$ cat src/source/soc_pkg.sv
package soc_pkg;

    // bus widths
    localparam int ADDR_W   = 32;
    localparam int DATA_W   = 32;
    localparam int STRB_W   = DATA_W / 8;
    localparam int REGION_W = 4;
    localparam int OFS_W    = ADDR_W - REGION_W;

    // address regions, top nibble of the address
    localparam logic [REGION_W-1:0] REGION_RAM   = 4'd0;
    localparam logic [REGION_W-1:0] REGION_TIMER = 4'd1;
    localparam logic [REGION_W-1:0] REGION_GPIO  = 4'd2;

    // timer register map
    localparam logic [OFS_W-1:0] TIMER_CTRL_OFS  = 28'h0;
    localparam logic [OFS_W-1:0] TIMER_COUNT_OFS = 28'h4;
    localparam logic [OFS_W-1:0] TIMER_VALUE_OFS = 28'h8;

    // gpio register map
    localparam logic [OFS_W-1:0] GPIO_CTRL_OFS = 28'h0;
    localparam logic [OFS_W-1:0] GPIO_DATA_OFS = 28'h4;

    // per-pin mode codes, anything else is off
    localparam logic [1:0] GPIO_MODE_OUT = 2'b01;
    localparam logic [1:0] GPIO_MODE_IN  = 2'b10;

    // timer control bits
    localparam int TIMER_EN_BIT     = 0;
    localparam int TIMER_IRQ_EN_BIT = 1;
    localparam int TIMER_PEND_BIT   = 2;

    typedef union packed {
        logic [ADDR_W-1:0] raw;
        struct packed {
            logic [REGION_W-1:0] region;
            logic [OFS_W-1:0]    ofs;
        } f;
    } bus_addr_u;

endpackage

$ cat src/source/timer.sv
`timescale 1ns/1ps

module timer import soc_pkg::*; (
    input  logic                clk,
    input  logic                rst_n_i,
    input  logic                sel_i,
    input  logic                we_i,
    input  logic [OFS_W-1:0]    ofs_i,
    input  logic [DATA_W-1:0]   wdata_i,
    output logic [DATA_W-1:0]   rdata_o,
    output logic                irq_o
);

    localparam int CTRL_W = TIMER_PEND_BIT + 1;

    logic [CTRL_W-1:0] ctrl;
    logic [DATA_W-1:0] count;
    logic [DATA_W-1:0] cmp;
    logic              wr_en;

    assign wr_en = sel_i && we_i;

    ////////////////////////////////////////////////////////////
    // counter and registers
    ////////////////////////////////////////////////////////////

    always_ff @(posedge clk or negedge rst_n_i) begin
        if (!rst_n_i) begin
            ctrl  <= '0;
            count <= '0;
            cmp   <= '0;
        end else begin
            if (ctrl[TIMER_EN_BIT]) begin
                // match wraps the count and raises pending
                if (count == cmp) begin
                    count                <= '0;
                    ctrl[TIMER_PEND_BIT] <= 1'b1;
                end else begin
                    count <= count + 1'b1;
                end
            end
            // bus write wins over the count update
            if (wr_en) begin
                case (ofs_i)
                    TIMER_CTRL_OFS:  ctrl  <= wdata_i[CTRL_W-1:0];
                    TIMER_COUNT_OFS: count <= wdata_i;
                    TIMER_VALUE_OFS: cmp   <= wdata_i;
                    default: ;
                endcase
            end
        end
    end

    // read port
    always_ff @(posedge clk) begin
        if (sel_i) begin
            case (ofs_i)
                TIMER_CTRL_OFS:  rdata_o <= {{(DATA_W-CTRL_W){1'b0}}, ctrl};
                TIMER_COUNT_OFS: rdata_o <= count;
                TIMER_VALUE_OFS: rdata_o <= cmp;
                default:         rdata_o <= '0;
            endcase
        end
    end

    assign irq_o = ctrl[TIMER_PEND_BIT] && ctrl[TIMER_IRQ_EN_BIT];

endmodule
$ cat config.mk
export PLATFORM = sky130hd
export DESIGN_NAME = timer
export DESIGN_NICKNAME = d
export VERILOG_FILES = /design/src/source/soc_pkg.sv /design/src/source/timer.sv
export SDC_FILE = /design/constraint.sdc
export NUM_CORES = 1
export LEC_CHECK = 0
export BUFFER_PORTS_ARGS = -buffer_cell sky130_fd_sc_hd__buf_2
export CAP_MARGIN = 20
export CELL_PAD_IN_SITES_DETAIL_PLACEMENT = 1
export CELL_PAD_IN_SITES_GLOBAL_PLACEMENT = 2
export CORE_ASPECT_RATIO = 2
export CORE_UTILIZATION = 33
export DETAILED_ROUTE_END_ITERATION = 10
export PLACE_DENSITY = 0.83
export SLEW_MARGIN = 10
export SYNTH_ARGS = -nofsm -noshare
export SYNTH_HDL_FRONTEND = slang
export SYNTH_SLANG_ARGS = --single-unit
export TNS_END_PERCENT = 30
$ cat constraint.sdc
create_clock -name clk -period 2.6 [get_ports clk]
set_clock_uncertainty 0.2 [all_clocks]
set_input_delay 0.13 -clock clk [delete_from_list [all_inputs] [get_ports clk]]
set_output_delay 0.13 -clock clk [all_outputs]
set_load 0.02 [all_outputs]
==> metrics.txt <==
crit-path max FO=8; Detailed Routing Iterations Pass 1=4; Final Hold Fails=0; Die Span X=91.2 um; clock latency on the worst-skew pair=around 0.36 ns; vias in the first global route=4707; EDFF count, synth=32; mapped cell area=about 5200 um^2; initial antenna violation count=0; Yosys reg bits=roughly 100; Max-Cap Viols=0; synthesized net count=515; GP Congestion=a little under 0.8; final hold slack=0.0971 ns; gr usage total=between 20% and 30%; P&R area growth vs syn=28.4%; TritonCTS buffer count=9; Die Ht=180 um; area leader, netlist=dfrtp_1; Worst Hold Class=in -> async; Worst-path clk slew=around 0.070 ns; largest net degree at the start of global routing=68; crit end category=register; Synth Flop Type=dfrtp_1; VDD IR max=about 240 uV; diodes inserted=0; postcts setup bufs=0; Starting Density=~34%; RSZ-0062 raised after global routing=yes; cells after synthesis=450; Cell Pwr Density=~460 nW/um^2; CTS root buf=clkbuf_16; Max Transition Viols Final=0; final WL=between 15000 and 20000 um; Slew @ Worst Pin=a little under 0.6 ns; sequential area share after synthesis=50.3%; post-route antenna net violation count=0; Static Leakage=between 2 and 3 nW; GR Layer Usage met3=between 2 and 3%; status=completed; H-tree Lvls=3; IO Port Bufs=between 90 and 100; Cell Area, Placed=around 6100 um^2; Post-Place Setup Slack=-0.0227 ns; area of the die=approximately 16000 um^2; Final Cell Area=approximately 6700 um^2; Slew Limit Headroom=around three fifths; Final TNS setup=0 ns; DP Wirelength=between 10000 and 15000 um; met2 Use GR=39.2%; slowest CP cell=nor4_1; via count=between 4k and 5k; crit-path cells=ha_1 -> and4_1 -> nand3_1 -> nor4_1 -> xnor2_1 -> o31ai_1; Nets=~650; Largest stage delay, worst path=approximately 0.52 ns; startpoint types=register; core area=around 15000 um^2; GRT busiest layer=met2; Residual DRC=0; top-area cell type share of the netlist area=32.0%; WP data arrival=2.60 ns; final period utilization=a little over nine tenths; clock tree sinks=between 90 and 100; Yosys cell types=46; io pins=97; Synth warnings=0; fraction of registers with async set/reset=approximately two thirds; Critical Path RT=between 2 and 3 ns; Max Fclk=between 300 and 400 MHz; min setup slack post-route=0.0650 ns; delay-heaviest family, CP=simple AND/OR/NAND/NOR gates; min Tclk post-route=2.54 ns; GR Util met1=20.0%; vias per std cell=5.33; synth top area cells=dfrtp_1 (32%), edfxtp_1 (18%), mux2_4 (8.6%); syn avg cell area=11.7 um^2; critical path class=reg -> reg; FP Rows=64; layout cells sized above 1=a little under a third; grt ovf=0; Max clock buf depth=2; CP Buf/Inv Count=0; Avg WL per Cell=just over 20 um; CTS tree=yes; final setup vio count=0; DRT iter0 DRCs=200; global-route wire length before repair=around 25000 um
## flip-flops by register name (all words and copies together) (netlist names)
signal,cells
count,32
ctrl,3
cmp,32
rdata_o,32
## Yosys cell counts, types with 3 or more instances
library cell and count:
a21oi_1 5, a22o_1 29, and4_1 7, buf_12 3, buf_2 8, clkbuf_1 18, dfrtp_1 67, edfxtp_1 32
inv_1 4, mux2_2 3, mux2_4 30, mux2i_1 3, nand2_1 44, nand2b_1 4, nand3_1 13, nand4_1 13
nor2_1 18, nor3_1 5, nor4_1 25, o31ai_1 28, xnor2_1 23, xor2_1 37
## timing repair
item                                    in CTS  in global routing
hold endpoints to repair                   134                  0
gates resized for setup                      0                  0
endpoints found under the setup margin       0                  3
hold buffers                                33                  0
## worst reg2reg max path, cell delays in order, from the launching register on
cell	delay, ns
dfrtp_1	0.48
ha_1	0.22
and4_1	0.32
nand3_1	0.38
nor4_1	0.52
xnor2_1	0.13
o31ai_1	0.19
## cell usage in the layout (no fill, tap or decap), drive strengths merged, types with 4 or more instances in the layout
cell type    count
buf            125
dfrtp           67
nand2           44
xor2            37
dlygate4sd3     33
mux2            33
edfxtp          32
a22o            29
o31ai           28
nor4            25
xnor2           23
nor2            18
nand4           13
nand3           13
clkbuf           9
inv              8
and4             7
nor3             6
a21oi            5
nand2b           4
or4              4
## stage by stage
step / std cells / utilization [%] / total power (W)
6_report: 790 / 43.6 / 0.00313
5_1_grt: 790 / 43.6 / 0.00322
2_1_floorplan: 450 / - / 0.00170
3_5_place_dp: 741 / 39.6 / 0.00182
3_3_place_gp: 741 / 39.6 / 0.00182
4_1_cts: 790 / 43.6 / 0.00316
## area by class of cell
type                            instances  area, um^2
Fill cell                            1718        8720
Clock buffer                            9         225
Sequential cell                        99        2640
Multi-Input combinational cell        315        2420
Timing Repair Buffer                  158        1130
Inverter                                4        15.0
Clock inverter                          7        60.1
Tap cell                              198         248
## layer usage
metal	up-vias	wire length [um]
li1	1940	-
met1	2105	5540
met2	119	9230
met3	49	444
met4	0	932
met5	-	0
## path summary, 6_finish.rpt
check	start	endpoint	slack [ns]	cells past startpoint
setup / recovery	count[0]	count[24]	0.06	6
hold / removal	rst_n_i	cmp[3]	0.1	3
setup reg to reg	count[0]	count[24]	0.06	6
hold reg to reg	ctrl[2]	ctrl[2]	0.33	1
max in group asynchronous	rst_n_i	count[14]	1.75	3
min in group clk	ofs_i[3]	rdata_o[1]	0.12	4
## power breakdown
group | switching [W] | leakage [nW] | total (W) | internal, W
Sequential | 0.00000520 | 1.19 | 0.00163 | 0.00162
Clock | 0.000642 | 0.131 | 0.00131 | 0.000666
Combinational | 0.000105 | 1.55 | 0.000195 | 0.0000899
Total | 0.000753 | 2.87 | 0.00313 | 0.00238
## cells by family (layout without fill, tap and decap cells)
kind of cell	after synthesis	count (layout)	synth area share [%]
simple gates	146	146	15.0
flops	99	99	50.3
compound gates	72	72	10.8
xor+xnor	60	60	10.0
mux	36	36	9.80
buf+inv	36	178	3.86
fa+ha+maj	1	1	0.238
No activity file was read; power rests on OpenSTA's default activity.
