File: src/source/soc_pkg.sv
package soc_pkg;

    // bus widths
    localparam int ADDR_W   = 32;
    localparam int DATA_W   = 32;
    localparam int STRB_W   = DATA_W / 8;
    localparam int REGION_W = 4;
    localparam int OFS_W    = ADDR_W - REGION_W;

    // address regions, top nibble of the address
    localparam logic [REGION_W-1:0] REGION_RAM   = 4'd0;
    localparam logic [REGION_W-1:0] REGION_TIMER = 4'd1;
    localparam logic [REGION_W-1:0] REGION_GPIO  = 4'd2;

    // timer register map
    localparam logic [OFS_W-1:0] TIMER_CTRL_OFS  = 28'h0;
    localparam logic [OFS_W-1:0] TIMER_COUNT_OFS = 28'h4;
    localparam logic [OFS_W-1:0] TIMER_VALUE_OFS = 28'h8;

    // gpio register map
    localparam logic [OFS_W-1:0] GPIO_CTRL_OFS = 28'h0;
    localparam logic [OFS_W-1:0] GPIO_DATA_OFS = 28'h4;

    // per-pin mode codes, anything else is off
    localparam logic [1:0] GPIO_MODE_OUT = 2'b01;
    localparam logic [1:0] GPIO_MODE_IN  = 2'b10;

    // timer control bits
    localparam int TIMER_EN_BIT     = 0;
    localparam int TIMER_IRQ_EN_BIT = 1;
    localparam int TIMER_PEND_BIT   = 2;

    typedef union packed {
        logic [ADDR_W-1:0] raw;
        struct packed {
            logic [REGION_W-1:0] region;
            logic [OFS_W-1:0]    ofs;
        } f;
    } bus_addr_u;

endpackage

File: src/source/bus_ctrl.sv
`timescale 1ns/1ps

module bus_ctrl import soc_pkg::*; (
    input  logic                clk,
    input  logic                rst_n_i,
    // master side
    input  logic                req_i,
    input  logic                we_i,
    input  bus_addr_u           addr_i,
    input  logic [DATA_W-1:0]   wdata_i,
    input  logic [STRB_W-1:0]   wmask_i,
    output logic                addr_ok_o,
    output logic [DATA_W-1:0]   rdata_o,
    output logic                data_ok_o,
    output logic                err_o,
    // target side
    output logic                ram_sel_o,
    output logic                tmr_sel_o,
    output logic                gpio_sel_o,
    output logic                we_o,
    output logic [OFS_W-1:0]    ofs_o,
    output logic [DATA_W-1:0]   wdata_o,
    output logic [STRB_W-1:0]   wmask_o,
    input  logic [DATA_W-1:0]   ram_rdata_i,
    input  logic [DATA_W-1:0]   tmr_rdata_i,
    input  logic [DATA_W-1:0]   gpio_rdata_i
);

    logic                req_mapped;
    logic                rsp_vld;
    logic                rsp_err;
    logic [REGION_W-1:0] rsp_region;

    ////////////////////////////////////////////////////////////
    // request decode
    ////////////////////////////////////////////////////////////

    // every request is taken in the cycle it shows up
    assign addr_ok_o = req_i;

    assign ram_sel_o  = req_i && (addr_i.f.region == REGION_RAM);
    assign tmr_sel_o  = req_i && (addr_i.f.region == REGION_TIMER);
    assign gpio_sel_o = req_i && (addr_i.f.region == REGION_GPIO);
    assign req_mapped = ram_sel_o || tmr_sel_o || gpio_sel_o;

    // shared fields fan out to all targets
    assign we_o    = we_i;
    assign ofs_o   = addr_i.f.ofs;
    assign wdata_o = wdata_i;
    assign wmask_o = wmask_i;

    ////////////////////////////////////////////////////////////
    // response stage
    ////////////////////////////////////////////////////////////

    always_ff @(posedge clk or negedge rst_n_i) begin
        if (!rst_n_i) begin
            rsp_vld    <= 1'b0;
            rsp_err    <= 1'b0;
            rsp_region <= '0;
        end else begin
            rsp_vld <= req_i;
            rsp_err <= req_i && !req_mapped;
            if (req_i) begin
                rsp_region <= addr_i.f.region;
            end
        end
    end

    assign data_ok_o = rsp_vld;
    assign err_o     = rsp_err;

    // unmapped reads come back as zero
    always_comb begin
        case (rsp_region)
            REGION_RAM:   rdata_o = ram_rdata_i;
            REGION_TIMER: rdata_o = tmr_rdata_i;
            REGION_GPIO:  rdata_o = gpio_rdata_i;
            default:      rdata_o = '0;
        endcase
    end

endmodule

File: config.mk
export PLATFORM = sky130hd
export DESIGN_NAME = bus_ctrl
export DESIGN_NICKNAME = d
export VERILOG_FILES = /design/src/source/soc_pkg.sv /design/src/source/bus_ctrl.sv
export SDC_FILE = /design/constraint.sdc
export NUM_CORES = 1
export LEC_CHECK = 0
export ABC_AREA = 1
export BUFFER_PORTS_ARGS = -buffer_cell sky130_fd_sc_hd__buf_2
export CORE_AREA = 10 10 96 98
export DETAILED_ROUTE_END_ITERATION = 12
export DIE_AREA = 0 0 106 108
export GPL_TIMING_DRIVEN = 0
export PLACE_DENSITY = 0.67
export SLEW_MARGIN = 5
export SYNTH_ARGS = -nofsm -noshare
export SYNTH_HDL_FRONTEND = slang
export SYNTH_SLANG_ARGS = --single-unit
File: constraint.sdc
create_clock -name clk -period 1.1 [get_ports clk]
set_input_delay 0.165 -clock clk [delete_from_list [all_inputs] [get_ports clk]]
set_output_delay 0.165 -clock clk [all_outputs]
set_load 0.005 [all_outputs]
==> out/metrics.cfg, run 1 <==
[outcome]
status = finished with violations
violations = negative setup slack

[worst_setup_path]
endpoint_kind = output port
r2r-end = rsp_region[3]
cp-endpoint = rdata_o[8]
crit_required_ps = 940
rr_worst_depth = 3
start_kind = flop
cp_max_fo = 7
crit_type = flop to output port
rr_startpoint = rsp_region[3]
r2r_setup_slack_ps = 330
startpoint = rsp_region[3]
arrival_ps = 1430

[cells_and_area]
area_growth_pct = 130
num-fill-cells = 756
final_cell_mix = 196 x buf_2, 73 x buf_4, 66 x nand3_1
layout-drive-gt1-share = 0.809
antenna_cells = 0
ff_latch_area_um2 = 153
final_nets = 635
fin_area_um2 = 3480
final_util = 0.467
final_common_cell = buf_2
multi_input_area_um2 = 1090

[timing]
max_slew_margin = 0.867
finalCritPeriodShare = 1.45
max_freq_mhz = 626
setup_ws_ps = -498
fin_crit_ps = 1600
rsz0062_at_grt = yes
drv_slew = 0
fin_tns_setup_ps = -14690
timing.hold.ws_ps = 147
worst-slew-pin-transition_ps = 198
fin_skew_ps = 0
finalSetupViolCount = 32
hold_viol_final = 0

[drt]
drt_iter0_markers = 82
drc = 0
ant_nets = 0
num_vias = 2551
via_per_inst = 4.50
wl_mm = 10.6
wl_per_cell_um = 18.7
dr.pass1.iters = 4

[power]
ir_drop_uv = 662
power_leakage_nw = 1.98
cellPowerDensity_nw_per_um2 = 643

[yosys]
netlist.area_leader.share = 0.424
seq_area_frac_synth = 0.0994
yosysWarnings = 0
yosysUniqueCellTypes = 15
syn_avg_cell_area_um2 = 6.21
synth_seq_cells = 6
synth.net_count = 411
synth_area_leader_cell = nand3_1
synthCells = 243
syn_area_um2 = 1510
synthTopCellsByArea = nand3_1 42%, buf_4 33%, dfrtp_1 9.9%

[clock_network]
cts_tree = done
clk_path_buf_depth = 2
clock-root-buffer = clkbuf_8
clock_latency_ps = 220
cts.sinks = 6
cts_buffers = 3
htreeDepth = 1
clk_pin_slew_ps = 40

[global_route]
grt_pass1_vias = 2584
overflow = 0
grt_pass1_wl_mm = 14.4
antenna_found_initial = 1
grt.total_usage = 0.153
grt_max_degree = 11

[placed_design]
gp_congestion = 0.903
placed_area_um2 = 2700
place_hpwl_mm = 8.67
portBuffers = 205
place_ws_ps = -361

[floorplan]
start_util = 0.203
fp.dieH_um = 108
die_w_um = 106
ios = 271
placeableCoreArea_um2 = 7450
rows = 32
die_area_um2 = 11400

[run]
drv_cap = 0

[min_path]
holdCritPathClass = input pin to flop

[cells in the mapped netlist]
cell	instances
nand3b_1	1
nor3_1	2
inv_1	3
nand3_1	128
buf_2	15
buf_6	1
nand2_1	6
dfrtp_1	6
nor2_2	1
o21ai_0	4
inv_2	2
buf_4	66
nor2_1	2
nor2_4	3
buf_1	3
[worst min-delay path by stage]
| stage | startpoint | slack [ps] | end | cells after the start |
|---|---|---|---|---|
| floorplan | rst_n_i | -130 | data_ok_o | 0 |
| global placement | rst_n_i | -7 | err_o | 1 |
| detailed placement | rst_n_i | -6 | err_o | 1 |
| CTS | req_i | 140 | data_ok_o | 1 |
| global route | req_i | 150 | data_ok_o | 1 |
| finish | req_i | 150 | data_ok_o | 1 |
[logic make-up (layout without fill, tap and decap cells)]
| logic type | count (synthesis) | in the layout | share of synthesized area |
|---|---|---|---|
| simple gates | 143 | 143 | 0.482 |
| buf+inv | 90 | 312 | 0.405 |
| flops | 6 | 6 | 0.0994 |
| compound gates | 4 | 4 | 0.0133 |
[per-stage QoR]
| step | power, mW | instances |
|---|---|---|
| floorplan | 0.869 | 243 |
| detailed placement | 1.47 | 550 |
| global placement | 1.45 | 550 |
| CTS | 1.90 | 558 |
| global route | 2.40 | 567 |
| finish | 2.24 | 567 |
[state kept, by name, indices dropped and copies added, names as in the netlist]
name	count
rsp_region	4
err_o	1
data_ok_o	1
[per-layer routing]
metal,share of wire,GRT usage,vias up
met4,0.0086,0.0145,0
li1,-,-,1228
met2,0.55,0.298,142
met5,0,0,-
met3,0.085,0.0470,6
met1,0.35,0.163,1175
[worst max-delay path: stages, from the launching register on]
cell and delay, ps:
dfrtp_1 390, nor2_4 130, buf_12 130, buf_12 130, clkbuf_16 140, nand3_1 70
nand3_1 90, buf_2 120
[final cells by class]
| class | instances | area share |
|---|---|---|
| Buffer | 84 | 0.209 |
| Clock buffer | 3 | 0.0119 |
| Inverter | 5 | 0.00540 |
| Multi-Input combinational cell | 147 | 0.312 |
| Sequential cell | 6 | 0.0439 |
| Tap cell | 102 | 0.0367 |
| Timing Repair Buffer | 220 | 0.381 |
[where the power goes]
group / internal [mW] / total, mW / switching (mW)
clock network: 0.235 / 0.325 / 0.0907
logic: 0.914 / 1.65 / 0.736
registers: 0.241 / 0.262 / 0.0207
[timing repair]
action | CTS | global route
buffers inserted | 4 | 4
gates resized for setup | 29 | 86
endpoints found under the setup margin | 32 | 32
gates cloned | 0 | 6
pin swaps | 3 | 33
hold endpoints to repair | 6 | 0
hold buffers | 1 | 0
No activity file was read; power rests on OpenSTA's default activity.
==> inputs of run 2 (changes only) <==
CELL_PAD_IN_SITES_DETAIL_PLACEMENT = 0   (was default)
CELL_PAD_IN_SITES_GLOBAL_PLACEMENT = 1   (was default)
CORE_AREA = default   (was 10 10 96 98)
CORE_MARGIN = 10   (was default)
CORE_UTILIZATION = 13   (was default)
DIE_AREA = default   (was 0 0 106 108)
PLACE_DENSITY = 0.76   (was 0.67)
==> out/metrics.cfg, run 2 (same netlist as run 1, synthesis figures left out) <==
[placed_design]
dp_cells = 591
portBuffers = 205
gp_congestion = 0.765
place_hpwl_mm = 8.81

[worst_setup_path]
cp_max_fo = 10
start_kind = flop
crit_type = flop to output port
path_delay_family = buffers and inverters
crit_required_ps = 940
arrival_ps = 1430
slowest_delay_ps = 400
cp_num_buf_inv = 3
endpoint_kind = output port
crit_path_cell_trace = nor2_4 -> buf_12 -> buf_8 -> nand3_1 -> nand3_2 -> buf_2
cp_slowest_cell = dfrtp_1

[clock_network]
cts.sinks = 6
htreeDepth = 1
cts_tree = done
clock_latency_ps = 230
clk_pin_slew_ps = 30
clock-root-buffer = clkbuf_16
clk_path_buf_depth = 2
cts_buffers = 3

[drt]
num_vias = 2531
ant_nets = 0
drt_iter0_markers = 87
wl_mm = 10.4
via_per_inst = 4.18
wl_per_cell_um = 17.2
drc = 0
dr.pass1.iters = 4

[timing]
finalSetupViolCount = 32
hold_viol_final = 0
max_slew_margin = 0.832
rsz0062_at_grt = yes
fin_tns_setup_ps = -14750
max_freq_mhz = 627
finalCritPeriodShare = 1.45
setup_ws_ps = -496
drv_slew = 0
worst-slew-pin-transition_ps = 250
fin_skew_ps = 0
fin_crit_ps = 1600

[cells_and_area]
final_nets = 632
top_register = rsp_region
final_cell_mix = 203 x buf_2, 91 x nand3_1, 72 x buf_4
area_growth_pct = 120
final_common_cell = buf_2
largest_reg_flops = 4
fin_cells = 605
num-fill-cells = 1232
layout-drive-gt1-share = 0.753
antenna_cells = 0

[power]
power_leakage_nw = 1.87
finalPower_mw = 2.37
ir_drop_uv = 803
cellPowerDensity_nw_per_um2 = 715

[global_route]
grt_pass1_wl_mm = 14.9
grt_pass1_vias = 2806
overflow = 0
antenna_found_initial = 0
grt.total_usage = 0.112
grt_max_degree = 11

[floorplan]
die_area_um2 = 16300
rows = 39
ios = 271
die_w_um = 128
fp.dieH_um = 128
start_util = 0.132
placeableCoreArea_um2 = 11400

[outcome]
status = finished with violations
violations = negative setup slack

[min_path]
holdCritPathClass = input pin to flop

[run]
drv_cap = 0

run 2: changes by cell type in the layout (fill, tap and decap cells not counted), moves of 3 or more:
cell / before / now
buf_2: 196 / 203
buf_6: 16 / 13
buf_8: 9 / 6
clkbuf_8: 3 / 0
nand3_1: 66 / 91
nand3_2: 59 / 35
run 2: final cells by class:
cell class                 instances  area (µm²)  share of cell area
tap                              143         179              0.0539
clock buffer                       3        75.1              0.0226
multi-input combinational        147         953               0.287
buffer                            84         738               0.222
timing repair buffer             217        1200               0.362
inverter                           5        18.8             0.00565
sequential                         6         153              0.0460
run 2: stage by stage:
| stage | hold slack (ps) | setup slack, ps | util | instance area (µm²) |
|---|---|---|---|---|
| global placement | -9.16 | -394 | 0.241 | 2750 |
| finish | 139 | -496 | 0.291 | 3320 |
| global route | 150 | -551 | 0.291 | 3320 |
| CTS | 139 | -500 | 0.272 | 3110 |
| floorplan | -131 | -19.4 | - | 1550 |
| detailed placement | -1.74 | -457 | 0.241 | 2750 |
run 2: metal layers:
| layer | GRT usage | up-vias | routed length [µm] |
|---|---|---|---|
| met5 | 0 | - | 0 |
| met4 | 0.0119 | 0 | 25 |
| met3 | 0.0521 | 3 | 1320 |
| met2 | 0.205 | 156 | 5510 |
| met1 | 0.117 | 1152 | 3570 |
| li1 | - | 1220 | - |
run 2: final timing paths:
check	slack [ps]	end	startpoint	cells past startpoint
worst max-delay path	-500	rdata_o[6]	rsp_region[3]	6
worst min-delay path	140	data_ok_o	req_i	1
worst max register to register	330	rsp_region[3]	rsp_region[3]	3
worst min register to register	550	rsp_region[2]	rsp_region[2]	2
max in group asynchronous	640	rsp_region[0]	rst_n_i	2
min in group asynchronous	300	data_ok_o	rst_n_i	2
run 2: worst register-to-register path, cell delays in order (launching register included):
cell and delay [ps]:
dfrtp_1 400, buf_4 140, nand2_1 50, o21ai_0 60
run 2: what timing repair did:
action	4_1_cts	5_1_grt
gates resized for setup	46	35
endpoints found under the hold margin	6	0
setup endpoints to repair	32	32
hold buffers	1	0
buffers inserted	6	3
cloned	2	2
pin swaps	6	6
run 2: power by group:
part	internal, mW	total [mW]	switching (mW)
clock network	0.466	0.586	0.120
logic	0.829	1.53	0.698
registers	0.241	0.262	0.0213
total	1.54	2.37	0.839
==> inputs of run 3 (changes only) <==
ABC_AREA = default   (was 1)
CORE_UTILIZATION = 15   (was 13)
PLACE_DENSITY = 0.75   (was 0.76)
SLEW_MARGIN = default   (was 5)
==> out/metrics.cfg, run 3 <==
[yosys]
yosysUniqueCellTypes = 17
synth.net_count = 327
synthCells = 159
async_reset_ff_frac = 1.00
syn_area_um2 = 1640
yosysWarnings = 0
seq_area_frac_synth = 0.0917
synth_edf_count = 0
synth_most_common_cell = buf_4
synth_commonest_cells = 69 x buf_4, 32 x mux2i_1, 30 x o2bb2ai_2, 6 x dfrtp_1, 4 x buf_6
netlist.area_leader.share = 0.316
synthTopCellsByArea = buf_4 32%, o2bb2ai_2 28%, mux2i_1 20%
ys.flop_type = dfrtp_1
synth_area_leader_cell = buf_4
syn_avg_cell_area_um2 = 10.3
synth_seq_cells = 6

[timing]
finalCritPeriodShare = 1.59
drv_slew = 0
timing.hold.ws_ps = 83.4
worst-slew-pin-transition_ps = 312
fin_crit_ps = 1750
hold_viol_final = 0
max_freq_mhz = 572
fin_tns_setup_ps = -20120
setup_ws_ps = -648
max_slew_margin = 0.792
finalSetupViolCount = 34
rsz0062_at_grt = yes
fin_skew_ps = 0

[floorplan]
die_area_um2 = 15500
rows = 38
start_util = 0.152
placeableCoreArea_um2 = 10700
ios = 271
fp.dieH_um = 124
die_w_um = 124

[worst_setup_path]
crit_required_ps = 940
rr_worst_depth = 3
cp_num_buf_inv = 3
start_kind = flop
rr_startpoint = rsp_region[1]
arrival_ps = 1580
r2r-end = rsp_region[1]
r2r_setup_slack_ps = 30
crit_path_cell_trace = or3_1 -> buf_8 -> buf_12 -> o2bb2ai_2 -> buf_2
crit_type = flop to output port
cp_slowest_cell = or3_1
slowest_delay_ps = 400
endpoint_kind = output port
path_delay_family = buffers and inverters
cp_max_fo = 10

[cells_and_area]
layout-drive-gt1-share = 0.880
largest_reg_flops = 4
final_cell_mix = 203 x buf_2, 72 x buf_4, 32 x mux2i_1, 32 x o2bb2ai_2
final_nets = 545
antenna_cells = 0
area_growth_pct = 88.2
top_register = rsp_region
final_common_cell = buf_2

[placed_design]
place_hpwl_mm = 7.44
portBuffers = 205
gp_congestion = 0.852

[clock_network]
cts_tree = done
htreeDepth = 1
cts.sinks = 6
clock_latency_ps = 220
clk_pin_slew_ps = 30
clk_path_buf_depth = 2
cts_buffers = 3
clock-root-buffer = clkbuf_8

[power]
p_int_mw = 1.19
p_clk_frac = 0.179
ir_drop_uv = 459
cellPowerDensity_nw_per_um2 = 575
power.switching_uw = 581
switching_share = 0.328
power_leakage_nw = 1.73
pwr-share-comb = 0.678
p_seq_frac = 0.143

[min_path]
whs_endpoint = data_ok_o
holdCritPathClass = input pin to flop
worstHoldStart = req_i
min_path_cells = 1

[outcome]
status = finished with violations
violations = negative setup slack

[run]
drv_cap = 0

[drt]
num_vias = 1947
drc = 0
drt_iter0_markers = 16
via_per_inst = 3.78
wl_per_cell_um = 15.9
ant_nets = 0
wl_mm = 8.17
dr.pass1.iters = 4

[global_route]
grt_pass1_vias = 2287
grt_pass1_wl_mm = 12.3
grt_max_degree = 11
grt.total_usage = 0.0949
antenna_found_initial = 0
overflow = 0

==> run 3: worst max-delay path by stage <==
stage | end | cells after the start | start
after floorplan | rdata_o[0] | 4 | rsp_region[2]
after global placement | rdata_o[23] | 5 | rsp_region[1]
after detailed placement | rdata_o[23] | 5 | rsp_region[1]
after CTS | rdata_o[23] | 5 | rsp_region[2]
after global routing | rdata_o[30] | 6 | rsp_region[1]
final | rdata_o[2] | 5 | rsp_region[2]
==> run 3: metrics by stage <==
step / total power, mW / std cells / utilization / worst slack (ps) / cell area, µm²
2_1_floorplan: 0.870 / 159 / - / -236 / 1650
3_3_place_gp: 1.37 / 504 / 0.265 / -541 / 2850
3_5_place_dp: 1.40 / 504 / 0.265 / -548 / 2850
4_1_cts: 1.81 / 514 / 0.284 / -654 / 3050
5_1_grt: 1.92 / 515 / 0.287 / -721 / 3080
6_report: 1.77 / 515 / 0.287 / -648 / 3080
==> run 3: kinds of logic (layout without fill, tap and decap cells) <==
family | after synthesis | count (layout) | synth area share
AND/OR/NAND/NOR | 7 | 7 | 0.0397
AO/OA/AOI/OAI | 33 | 33 | 0.290
flip-flops | 6 | 6 | 0.0917
buffers and inverters | 77 | 293 | 0.355
multiplexers | 36 | 36 | 0.223
==> run 3: routing by layer <==
| layer | up-vias | GRT usage | share of wire |
|---|---|---|---|
| met3 | 0 | 0.0349 | 0.094 |
| met1 | 870 | 0.0949 | 0.36 |
| met5 | - | 0 | 0 |
| met4 | 0 | 0.0103 | 0 |
| met2 | 131 | 0.186 | 0.55 |
| li1 | 946 | - | - |
==> run 3: final cells by class <==
class	count	area, µm²
timing repair buffer	213	1120
buffer	77	657
clock buffer	3	41.3
fill	1144	7660
multi-input combinational	76	936
tap	140	175
sequential	6	150
==> run 3: repair_timing <==
action / 4_1_cts / 5_1_grt
gates resized for setup: 25 / 5
pin swaps: 5 / 1
hold buffers: 1 / 0
setup endpoints to repair: 36 / 36
buffers inserted: 6 / 1
hold endpoints to repair: 6 / 0
==> run 3: power by group through the flow <==
stage | Clock (mW) | Sequential [mW] | Combinational (mW)
after floorplan | 0 | 0.256 | 0.614
after global placement | 0 | 0.257 | 1.11
after detailed placement | 0 | 0.258 | 1.14
after CTS | 0.331 | 0.254 | 1.22
after global routing | 0.343 | 0.257 | 1.32
final | 0.317 | 0.254 | 1.20
