===== src/source/soc_pkg.sv =====
package soc_pkg;

    // bus widths
    localparam int ADDR_W   = 32;
    localparam int DATA_W   = 32;
    localparam int STRB_W   = DATA_W / 8;
    localparam int REGION_W = 4;
    localparam int OFS_W    = ADDR_W - REGION_W;

    // address regions, top nibble of the address
    localparam logic [REGION_W-1:0] REGION_RAM   = 4'd0;
    localparam logic [REGION_W-1:0] REGION_TIMER = 4'd1;
    localparam logic [REGION_W-1:0] REGION_GPIO  = 4'd2;

    // timer register map
    localparam logic [OFS_W-1:0] TIMER_CTRL_OFS  = 28'h0;
    localparam logic [OFS_W-1:0] TIMER_COUNT_OFS = 28'h4;
    localparam logic [OFS_W-1:0] TIMER_VALUE_OFS = 28'h8;

    // gpio register map
    localparam logic [OFS_W-1:0] GPIO_CTRL_OFS = 28'h0;
    localparam logic [OFS_W-1:0] GPIO_DATA_OFS = 28'h4;

    // per-pin mode codes, anything else is off
    localparam logic [1:0] GPIO_MODE_OUT = 2'b01;
    localparam logic [1:0] GPIO_MODE_IN  = 2'b10;

    // timer control bits
    localparam int TIMER_EN_BIT     = 0;
    localparam int TIMER_IRQ_EN_BIT = 1;
    localparam int TIMER_PEND_BIT   = 2;

    typedef union packed {
        logic [ADDR_W-1:0] raw;
        struct packed {
            logic [REGION_W-1:0] region;
            logic [OFS_W-1:0]    ofs;
        } f;
    } bus_addr_u;

endpackage


===== src/source/gpio.sv =====
`timescale 1ns/1ps

module gpio import soc_pkg::*; (
    input  logic                clk,
    input  logic                rst_n_i,
    input  logic                sel_i,
    input  logic                we_i,
    input  logic [OFS_W-1:0]    ofs_i,
    input  logic [DATA_W-1:0]   wdata_i,
    output logic [DATA_W-1:0]   rdata_o,
    input  logic [1:0]          gpio_i,
    output logic [1:0]          gpio_o,
    output logic [1:0]          gpio_oe_o
);

    logic [3:0] mode;
    logic [1:0] data;
    logic [1:0] pin_in;

    // two mode bits per pin
    always_comb begin
        for (int i = 0; i < 2; i++) begin
            pin_in[i]    = (mode[2*i +: 2] == GPIO_MODE_IN);
            gpio_oe_o[i] = (mode[2*i +: 2] == GPIO_MODE_OUT);
            gpio_o[i]    = gpio_oe_o[i] && data[i];
        end
    end

    always_ff @(posedge clk or negedge rst_n_i) begin
        if (!rst_n_i) begin
            mode <= '0;
            data <= '0;
        end else begin
            if (sel_i && we_i && ofs_i == GPIO_CTRL_OFS) begin
                mode <= wdata_i[3:0];
            end
            // input pins track the pads, bus writes only reach the rest
            for (int i = 0; i < 2; i++) begin
                if (pin_in[i]) begin
                    data[i] <= gpio_i[i];
                end else if (sel_i && we_i && ofs_i == GPIO_DATA_OFS) begin
                    data[i] <= wdata_i[i];
                end
            end
        end
    end

    always_ff @(posedge clk) begin
        if (sel_i) begin
            case (ofs_i)
                GPIO_CTRL_OFS: rdata_o <= {{(DATA_W-4){1'b0}}, mode};
                GPIO_DATA_OFS: rdata_o <= {{(DATA_W-2){1'b0}}, data};
                default:       rdata_o <= '0;
            endcase
        end
    end

endmodule


===== config.mk =====
export PLATFORM = sky130hd
export DESIGN_NAME = gpio
export DESIGN_NICKNAME = d
export VERILOG_FILES = /design/src/source/soc_pkg.sv /design/src/source/gpio.sv
export SDC_FILE = /design/constraint.sdc
export NUM_CORES = 1
export LEC_CHECK = 0
export BUFFER_PORTS_ARGS = -buffer_cell sky130_fd_sc_hd__buf_2
export CORE_MARGIN = 2
export CORE_UTILIZATION = 28
export DETAILED_ROUTE_END_ITERATION = 8
export GPL_TIMING_DRIVEN = 0
export PLACE_DENSITY = 0.76
export REMOVE_ABC_BUFFERS = 1
export SLEW_MARGIN = 15
export SYNTH_ARGS = -nofsm -noshare
export SYNTH_HDL_FRONTEND = slang
export SYNTH_SLANG_ARGS = --single-unit

===== constraint.sdc =====
create_clock -name clk -period 0.9 [get_ports clk]
set_input_delay 0.09 -clock clk [delete_from_list [all_inputs] [get_ports clk]]
set_output_delay 0.09 -clock clk [all_outputs]
set_load 0.03 [all_outputs]

==> out/qor.txt, run 1 <==
Largest net degree at the start of global routing - 7
DP Area - 936 µm²
WP data arrival - 1540 ps
CP Cell Sequence - buf_2 > nor4_2 > nand4_1 > nor4_4 > buf_6 > mux2_4
Antenna Nets Post-Route - 0
Leading area contributor after synthesis - buf_4
Die area - 3240 µm²
Outcome - finished, violations left
Clk buf depth - 2
Top delay family on crit path - simple AND/OR/NAND/NOR gates
Static Leak - 0.589 nW
Post-synthesis async set-or-reset flop share - 60.0%
Dpl hpwl - 1310 µm
Netlist cell types - 23
CTS tree - done
Slowest-stage cell, CP - nor4_4
Num CTS Buffers - 3
DRC viols - 0
Kind of critical path - in2reg
Die width - 56.9 µm
Worst IR Drop VDD - 0.709 mV
Top-count cell post-synth - buf_4
Post-synth top cells - buf_4, dfrtp_1, nor4_1
Pre-Repair DR Iteration Count - 4
Worst-Skew Late Latency - 260 ps
Design Area, Final - 1170 µm²
Initial DRC Count - 6
NumNets Final - 201
Grt total ovfl - 0
Critical Path RT - 1040 ps
EDFF count, synth - 4
Antenna violations before repair - 0
Diode count - 0
Startpoint types - input port
Unrepaired setup endpoints after global routing - true
Power Density - 970 nW/µm²
Die height - 56.9 µm
Initial Util - 28.9%
Failing checks - negative setup slack
Yosys top cell area share - 26.8%
Number of max-cap violations - 0
Type of destination of the critical path - register
Ports - 102
Slew Viols, Final - 0
Min Tclk post-route - 1400 ps
Most used flip-flop cell after synthesis - dfrtp_1
H-tree Lvls - 1
Routed wire per std cell - 11.5 µm
Vias per cell - 4.17
Worst hold path class - in2reg
Syn Std Cell Area - 785 µm²
Routed WL - 1900 µm
Top post-synthesis cells by area - buf_4, dfrtp_1, edfxtp_1, mux2_2, mux2i_1
Final Hold Vio Count - 0
CP max FO - 4
CTS clk-pin slew, worst paths - 70 ps
Placer Congestion - 0.650
CP bufs+invs - 2
Clock Skews - 2.89 ps
Buffers on Ports - 45
Final TNS setup - -4950 ps
Final setup viols - 14
Slowest Stage Delay on Critical Path - 330 ps
Clock sinks - 10
Syn avg cell area - 9.69 µm²
Yosys warns - 0
Layout Utilization - 43.1%
Top achievable clock speed - 714 MHz
Final period utilization - 156%
Register bit count reported by yosys - 10
Clk root buf - clkbuf_4
GRT Total Usage - 9.95%
Layout cells sized above 1 - 54.5%
Routed vias - 688
Vias in the first global route - 604
Syn Inst Count - 81
First-pass GRT wire length - 2530 µm
Core Rows - 19
Area growth, synth to finish - 49.0%
Seq/Total Area, Yosys - 34.4%
Final worst setup slack - -500 ps
Core Region - 2710 µm²
## worst paths after layout
check	startpoint	endpoint	slack (ps)	cells past startpoint
max reg2reg	mode[2]	data[1]	-230	5
max in group asynchronous	rst_n_i	mode[0]	570	2
max	ofs_i[17]	mode[1]	-500	6
min in group asynchronous	rst_n_i	mode[2]	180	2
min reg2reg	mode[0]	mode[0]	630	2
min	wdata_i[2]	mode[2]	60	2
## cells in the final DEF, fill, tap and decap left out, types with 4 or more instances in the layout
| master | netlist | routed |
|---|---|---|
| a21oi_1 | 4 | 4 |
| buf_2 | 0 | 34 |
| buf_4 | 28 | 4 |
| buf_6 | 0 | 12 |
| conb_1 | 1 | 28 |
| dfrtp_1 | 6 | 6 |
| edfxtp_1 | 4 | 4 |
| mux2_4 | 0 | 4 |
| mux2i_1 | 4 | 4 |
| nor2_1 | 4 | 4 |
| nor4_2 | 0 | 6 |
## area by class of cell
type / count / area (µm²)
Fill cell: 268 / 1540
Multi-Input combinational cell: 67 / 480
Timing Repair Buffer: 51 / 345
Sequential cell: 10 / 270
Tap cell: 31 / 38.8
Clock buffer: 3 / 22.5
Inverter: 2 / 7.51
Clock inverter: 1 / 3.75
## worst register-to-register path: stages (launching register included)
cell and delay, ps:
dfrtp_1 390, buf_4 140, nand2b_1 170, nor2_1 150, a21oi_1 70, mux2i_1 130
## kinds of logic after synthesis
family | count (synthesis) | share of synthesized area [%]
buffers and inverters | 31 | 28.2
AND/OR/NAND/NOR | 27 | 23.4
flip-flops | 10 | 34.4
multiplexers | 8 | 10.8
AO/OA/AOI/OAI | 4 | 2.55
other | 1 | 0.478
## metrics by stage
stage	setup slack, ps	std cells	power (mW)	hold WS (ps)
3_5_place_dp	-917	155	0.793	-76.7
4_1_cts	-473	165	1.12	54.8
5_1_grt	-537	165	1.19	51.9
6_report	-500	165	1.13	61.4
2_1_floorplan	-691	79	0.690	-206
3_3_place_gp	-901	155	0.788	-81.1
## per-layer routing
layer  wire length, µm  track usage, %  vias up
li1                  -               -      330
met1               603            10.6      316
met2              1100            18.6       38
met3               146            4.54        4
met4                47           0.997        0
met5                 0               0        -
## registers in the layout (all words and copies together) (netlist names)
name	flops
mode	4
data	2
rdata_o	4
## timing repair
| item | in CTS | in global routing |
|---|---|---|
| resized for setup | 22 | 20 |
| setup endpoints to repair | 15 | 18 |
| pin swaps | 3 | 3 |
| hold buffers | 1 | 0 |
| buffers inserted | 5 | 0 |
| endpoints found under the hold margin | 6 | 0 |
| cloned | 0 | 0 |
## report_power, final
part           leakage, nW  switching (mW)  internal [mW]
combinational        0.454           0.237         0.0988
clock               0.0154           0.145          0.160
sequential           0.120         0.00757          0.485
Note: power is estimated with default switching activity, not from simulation.
==> run 2, diff against run 1 <==
- SKIP_LAST_GASP: default -> 1
- clock period: 0.9 -> 1.2 ns (I/O delays scaled with it)
==> run 2 against run 1 <==
Effect of this change:
- the run still ends with negative setup slack left
- cell area shrank 4.1%
- count of clock-buffer cells in the layout unchanged
- global-route usage down 0.19 points
- cell count unchanged
- sequential share of layout area up 0.98 points
- worst setup slack improved by 270 ps
- non-clock buffer count unchanged
- first-iteration DRC count rose by 83%
- worst hold slack better by 30 ps
- via count decreased by 0.44%
- clock power decreased by 25%
- register-to-register slack improved by 310 ps
==> out/qor.txt, run 2 (synthesis results as in run 1) <==
CP max FO - 4 (unchanged)
Unrepaired setup endpoints after global routing - true (unchanged)
CTS tree - done (unchanged)
Pre-Repair DR Iteration Count - 4 (unchanged)
Initial DRC Count - 11 (was 6)
Die area - 3240 µm² (unchanged)
First-pass GRT wire length - 2480 µm (was 2530 µm)
Final TNS setup - -1490 ps (was -4950 ps)
Die height - 56.9 µm (unchanged)
Type of destination of the critical path - register (unchanged)
Number of max-cap violations - 0 (unchanged)
Initial Util - 28.9% (unchanged)
Multi-input logic area - 470 µm² (was 480 µm²)
Logic gate share of total power - 29.2% (was 29.6%)
Design Power - 842 µW (was 1.13 mW)
Hold Path End - mode[2] (unchanged)
Top Layer Used - met4 (unchanged)
Num CTS Buffers - 3 (unchanged)
Hold Startpoint - wdata_i[2] (unchanged)
P_sw - 291 µW (was 390 µW)
DR WL met3 - 150 µm (was 146 µm)
Critical Path RT - 1340 ps (was 1040 ps)
Routed wire per std cell - 11.3 µm (was 11.5 µm)
GRT Total Usage - 9.76% (was 9.95%)
Outcome - finished, violations left (unchanged)
Final setup viols - 10 (was 14)
Clk root buf - clkbuf_4 (unchanged)
Kind of critical path - in2reg (unchanged)
Placer Congestion - 0.650 (unchanged)
Slowest-stage cell, CP - nor4_4 (unchanged)
CTS clk-pin slew, worst paths - 70 ps (about the same)
Die width - 56.9 µm (unchanged)
Buffers on Ports - 45 (unchanged)
WHS Path Cells - 2 (unchanged)
Clk buf depth - 2 (unchanged)
Register area - 270 µm² (unchanged)
DRC viols - 0 (unchanged)
Min Tclk post-route - 1430 ps
Ports - 102 (unchanged)
WP data arrival - 1570 ps (was 1540 ps)
Top delay family on crit path - simple AND/OR/NAND/NOR gates (unchanged)
Diode count - 0 (unchanged)
Routed WL - 1860 µm (was 1900 µm)
Largest net degree at the start of global routing - 7 (unchanged)
Commonest non-fill, non-tap cell in the layout - buf_2 (unchanged)
R2r startpoint - mode[2] (unchanged)
Clock power frac - 27.2% (was 26.9%)
Layout cells sized above 1 - 53.0% (was 54.5%)
Pint - 552 µW (was 744 µW)
Top achievable clock speed - 700 MHz
Failing checks - negative setup slack (unchanged)
Final worst setup slack - -229 ps (was -500 ps)
Final period utilization - 119%
CP bufs+invs - 2 (unchanged)
Clock sinks - 10 (unchanged)
NumNets Final - 201 (unchanged)
Antenna violations before repair - 0 (unchanged)
Vias per cell - 4.15 (was 4.17)
Static Leak - 0.579 nW (was 0.589 nW)
Sw Share - 34.5% (was 34.4%)
Core Region - 2710 µm² (unchanged)
Antenna Nets Post-Route - 0 (unchanged)
FF-to-FF End - data[1] (unchanged)
Slew Viols, Final - 0 (unchanged)
Startpoint types - input port (unchanged)
Grt total ovfl - 0 (unchanged)
Worst hold path class - in2reg (unchanged)
Clock Skews - 2.85 ps (was 2.89 ps)
Most frequent cells in the layout - buf_2, conb_1, nor4_2, dfrtp_1, buf_6 (was buf_2, conb_1, buf_6)
Register-to-register setup slack - 80 ps (was -230 ps)
WL met1 - 595 µm (was 603 µm)
Slowest Stage Delay on Critical Path - 330 ps (about the same)
Dpl hpwl - 1310 µm (unchanged)
Area growth, synth to finish - 42.9% (was 49.0%)
Worst IR Drop VDD - 0.487 mV (was 0.709 mV)
CP Cell Sequence - buf_2 > nor4_2 > nand4_1 > nor4_4 > buf_6 > mux2_4 (unchanged)
Largest regs - mode (4), rdata_o (4), data (2) (unchanged)
Power Density - 751 nW/µm² (was 970 nW/µm²)
Worst R2R Path Depth - 5 (unchanged)
Vias in the first global route - 592 (was 604)
Routed vias - 685 (was 688)
Worst-Skew Late Latency - 260 ps (about the same)
# fillers - 276 (was 268)
Routed wl met2 - 1090 µm (was 1100 µm)
Core Rows - 19 (unchanged)
Final Hold Vio Count - 0 (unchanged)
H-tree Lvls - 1 (unchanged)
Sequential share of power - 43.7% (was 43.5%)
run 2: cell counts in the layout (fill, tap and decap cells not counted):
Identical to the previous run, type by type.
run 2: power by group through the flow:
| stage | Clock (mW) | Combinational [mW] | Sequential (mW) |
|---|---|---|---|
| floorplan | 0 | 0.132 | 0.385 |
| global placement | 0 | 0.217 | 0.374 |
| detailed placement | 0 | 0.219 | 0.375 |
| CTS | 0.238 | 0.230 | 0.368 |
| global route | 0.258 | 0.259 | 0.369 |
| finish | 0.229 | 0.246 | 0.368 |
run 2: final cells by class:
class | count | share of cell area, %
Tap cell | 31 | 3.46
Sequential cell | 10 | 24.1
Multi-Input combinational cell | 67 | 42.0
Timing Repair Buffer | 51 | 27.5
Inverter | 2 | 0.670
Clock inverter | 1 | 0.335
Clock buffer | 3 | 2.01
run 2: worst max-delay path by stage:
stage,startpoint,to,slack (ps),depth (start not counted)
global placement,ofs_i[10],mode[2],-630,5
CTS,ofs_i[15],mode[1],-200,6
finish,ofs_i[25],mode[1],-230,6
detailed placement,ofs_i[10],mode[2],-650,5
floorplan,ofs_i[10],mode[0],-420,4
global route,ofs_i[17],mode[2],-270,6
run 2: per-stage QoR:
step / instances / util, % / cell area [µm²] / hold slack, ps / worst slack [ps]
floorplan: 79 / - / 672 / -176 / -421
global placement: 155 / 34.5 / 936 / -51.1 / -631
detailed placement: 155 / 34.5 / 936 / -46.7 / -647
CTS: 165 / 39.5 / 1070 / 84.8 / -203
global route: 165 / 41.4 / 1120 / 81.7 / -267
finish: 165 / 41.4 / 1120 / 91.1 / -229
run 2: worst reg2reg max path, cell delays in order, from the launching register on:
cell and delay, ps:
dfrtp_1 380, buf_4 140, nand2b_1 170, nor2_1 150
a21oi_1 70, mux2i_1 130
run 2: timing repair:
| action | CTS | global route |
|---|---|---|
| hold buffers | 1 | 0 |
| endpoints found under the setup margin | 12 | 12 |
| pin swaps | 2 | 3 |
| gates resized for setup | 14 | 10 |
| setup buffers | 5 | 0 |
| endpoints found under the hold margin | 6 | 0 |
run 2: per-layer routing:
| metal | vias to the layer above | global-route usage (%) |
|---|---|---|
| met2 | 34 | 18.1 |
| met1 | 319 | 10.5 |
| met4 | 0 | 0.997 |
| met3 | 2 | 4.54 |
| met5 | - | 0 |
| li1 | 330 | - |
==> run 3, diff against run 2 <==
- BUFFER_PORTS_ARGS: -buffer_cell sky130_fd_sc_hd__buf_2 -> -buffer_cell sky130_fd_sc_hd__clkbuf_2
==> run 3 against run 2 <==
Effect of this change:
- the flow still finishes with violations (negative setup slack)
- fmax increased by 1.8%
- flip-flop and latch count is the same
- sequential share of layout area is 0.52 points higher
- routed wire length down 11%
==> out/qor.txt, run 3 (synthesis results as in run 1) <==
Routed WL - 1660 µm (was 1860 µm)
Most frequent cells in the layout - clkbuf_2, conb_1, dfrtp_1 (was buf_2, conb_1, nor4_2, dfrtp_1, buf_6)
Min Tclk post-route - 1400 ps (was 1430 ps)
Ports - 102 (unchanged)
Static Leak - 0.580 nW (was 0.579 nW)
Design Area, Final - 1100 µm² (was 1120 µm²)
Number of max-cap violations - 0 (unchanged)
Initial Util - 28.9% (unchanged)
Slew Viols, Final - 0 (unchanged)
H-tree Lvls - 1 (unchanged)
Worst-Skew Late Latency - 260 ps (about the same)
Slowest-stage cell, CP - or4_4 (was nor4_4)
Final period utilization - 117% (was 119%)
Fin cells - 165 (unchanged)
Vias in the first global route - 612 (was 592)
Clock Skews - 5.89 ps (was 2.85 ps)
Commonest non-fill, non-tap cell in the layout - clkbuf_2 (was buf_2)
Outcome - finished, violations left (unchanged)
Clk root buf - clkbuf_4 (unchanged)
Type of destination of the critical path - register (unchanged)
First-pass GRT wire length - 2520 µm (was 2480 µm)
Routed wire per std cell - 10.0 µm (was 11.3 µm)
Final Hold Vio Count - 0 (unchanged)
Area growth, synth to finish - 39.9% (was 42.9%)
Top achievable clock speed - 712 MHz (was 700 MHz)
Largest net degree at the start of global routing - 7 (unchanged)
Final setup viols - 8 (was 10)
Vias per cell - 4.10 (was 4.15)
Buffers on Ports - 45 (unchanged)
DP Cell Count - 155 (unchanged)
Final worst setup slack - -204 ps (was -229 ps)
Largest regs - mode (4), rdata_o (4), data (2) (unchanged)
CP max FO - 4 (unchanged)
Startpoint types - input port (unchanged)
Die area - 3240 µm² (unchanged)
Die width - 56.9 µm (unchanged)
Num CTS Buffers - 3 (unchanged)
WP data arrival - 1540 ps (was 1570 ps)
# fillers - 288 (was 276)
Antenna Nets Post-Route - 0 (unchanged)
Failing checks - negative setup slack (unchanged)
Slowest Stage Delay on Critical Path - 530 ps (was 330 ps)
Worst hold path class - in2reg (unchanged)
Layout cells sized above 1 - 52.2% (was 53.0%)
Pre-Repair DR Iteration Count - 4 (unchanged)
CTS clk-pin slew, worst paths - 70 ps (about the same)
Antenna violations before repair - 0 (unchanged)
Kind of critical path - in2reg (unchanged)
Clock sinks - 10 (unchanged)
CTS tree - done (unchanged)
Routed vias - 677 (was 685)
Placer Congestion - 0.655 (was 0.650)
Dpl hpwl - 1290 µm (was 1310 µm)
Power Density - 753 nW/µm² (was 751 nW/µm²)
Worst IR Drop VDD - 0.531 mV (was 0.487 mV)
CP bufs+invs - 2 (unchanged)
Diode count - 0 (unchanged)
Core Region - 2710 µm² (unchanged)
Initial DRC Count - 7 (was 11)
DRC viols - 0 (unchanged)
Grt total ovfl - 0 (unchanged)
DP Area - 936 µm² (unchanged)
Top delay family on crit path - simple AND/OR/NAND/NOR gates (unchanged)
Unrepaired setup endpoints after global routing - true (unchanged)
NumNets Final - 201 (unchanged)
CP Cell Sequence - clkbuf_2 > or4_4 > nand3b_4 > nor4_4 > buf_4 > mux2_4 (was buf_2 > nor4_2 > nand4_1 > nor4_4 > buf_6 > mux2_4)
GRT Total Usage - 10.1% (was 9.76%)
Critical Path RT - 1340 ps (about the same)
Core Rows - 19 (unchanged)
Die height - 56.9 µm (unchanged)
Clk buf depth - 2 (unchanged)
## run 3: cell count changes in the layout (fill, tap and decap cells not counted), moves of 2 or more
cell | before | now
nor4_1 | 0 | 3
nor4_2 | 6 | 3
buf_6 | 6 | 0
buf_2 | 40 | 0
clkbuf_2 | 0 | 43
buf_8 | 0 | 2
## run 3: timing repair
| action | CTS | global route |
|---|---|---|
| hold buffers | 1 | 0 |
| endpoints found under the setup margin | 12 | 12 |
| pin swaps | 2 | 1 |
| buffers inserted | 5 | 0 |
| hold endpoints to repair | 6 | 0 |
| gates resized for setup | 19 | 3 |
## run 3: metrics by stage
step | power, mW | worst slack, ps | hold WS, ps | setup TNS, ps | util [%]
finish | 0.826 | -204 | 90.4 | -1130 | 40.5
detailed placement | 0.595 | -612 | -43.7 | -4980 | 34.5
global route | 0.871 | -240 | 88.4 | -1760 | 40.5
global placement | 0.592 | -613 | -47.0 | -4990 | 34.5
floorplan | 0.518 | -421 | -176 | -3390 | -
CTS | 0.835 | -192 | 82.3 | -1150 | 40.2
## run 3: power by group
group          switching, mW  internal [mW]
Clock                  0.108          0.120
Sequential           0.00434          0.364
Combinational          0.170         0.0605
## run 3: final cells by class
cell class | count | area [µm²] | area share, %
Timing Repair Buffer | 51 | 293 | 26.7
Clock inverter | 1 | 3.75 | 0.342
Clock buffer | 3 | 22.5 | 2.05
Tap cell | 31 | 38.8 | 3.53
Multi-Input combinational cell | 67 | 462 | 42.1
Inverter | 2 | 7.51 | 0.684
Sequential cell | 10 | 270 | 24.6
## run 3: path summary, 6_finish.rpt
| check | startpoint | endpoint | slack (ps) | depth (start not counted) |
|---|---|---|---|---|
| max in group asynchronous | rst_n_i | data[1] | 830 | 2 |
| worst min-delay path | wdata_i[3] | mode[3] | 90 | 2 |
| worst max register to register | mode[2] | data[1] | 60 | 5 |
| min in group asynchronous | rst_n_i | mode[2] | 210 | 2 |
| worst min register to register | data[1] | data[1] | 620 | 2 |
| worst max-delay path | ofs_i[15] | mode[1] | -200 | 6 |
## run 3: worst register-to-register path: stages, from the launching register on
cell and delay (ps):
dfrtp_1 390, buf_4 150, nand2b_1 170, nor2_1 160, a21oi_1 70, mux2i_1 130
## run 3: metal layers
metal / up-vias / global-route usage, % / routed length [µm]
li1: 330 / - / -
met1: 313 / 9.79 / 546
met2: 34 / 19.0 / 958
met3: 0 / 4.76 / 151
met4: 0 / 2.66 / 0
met5: - / 0 / 0
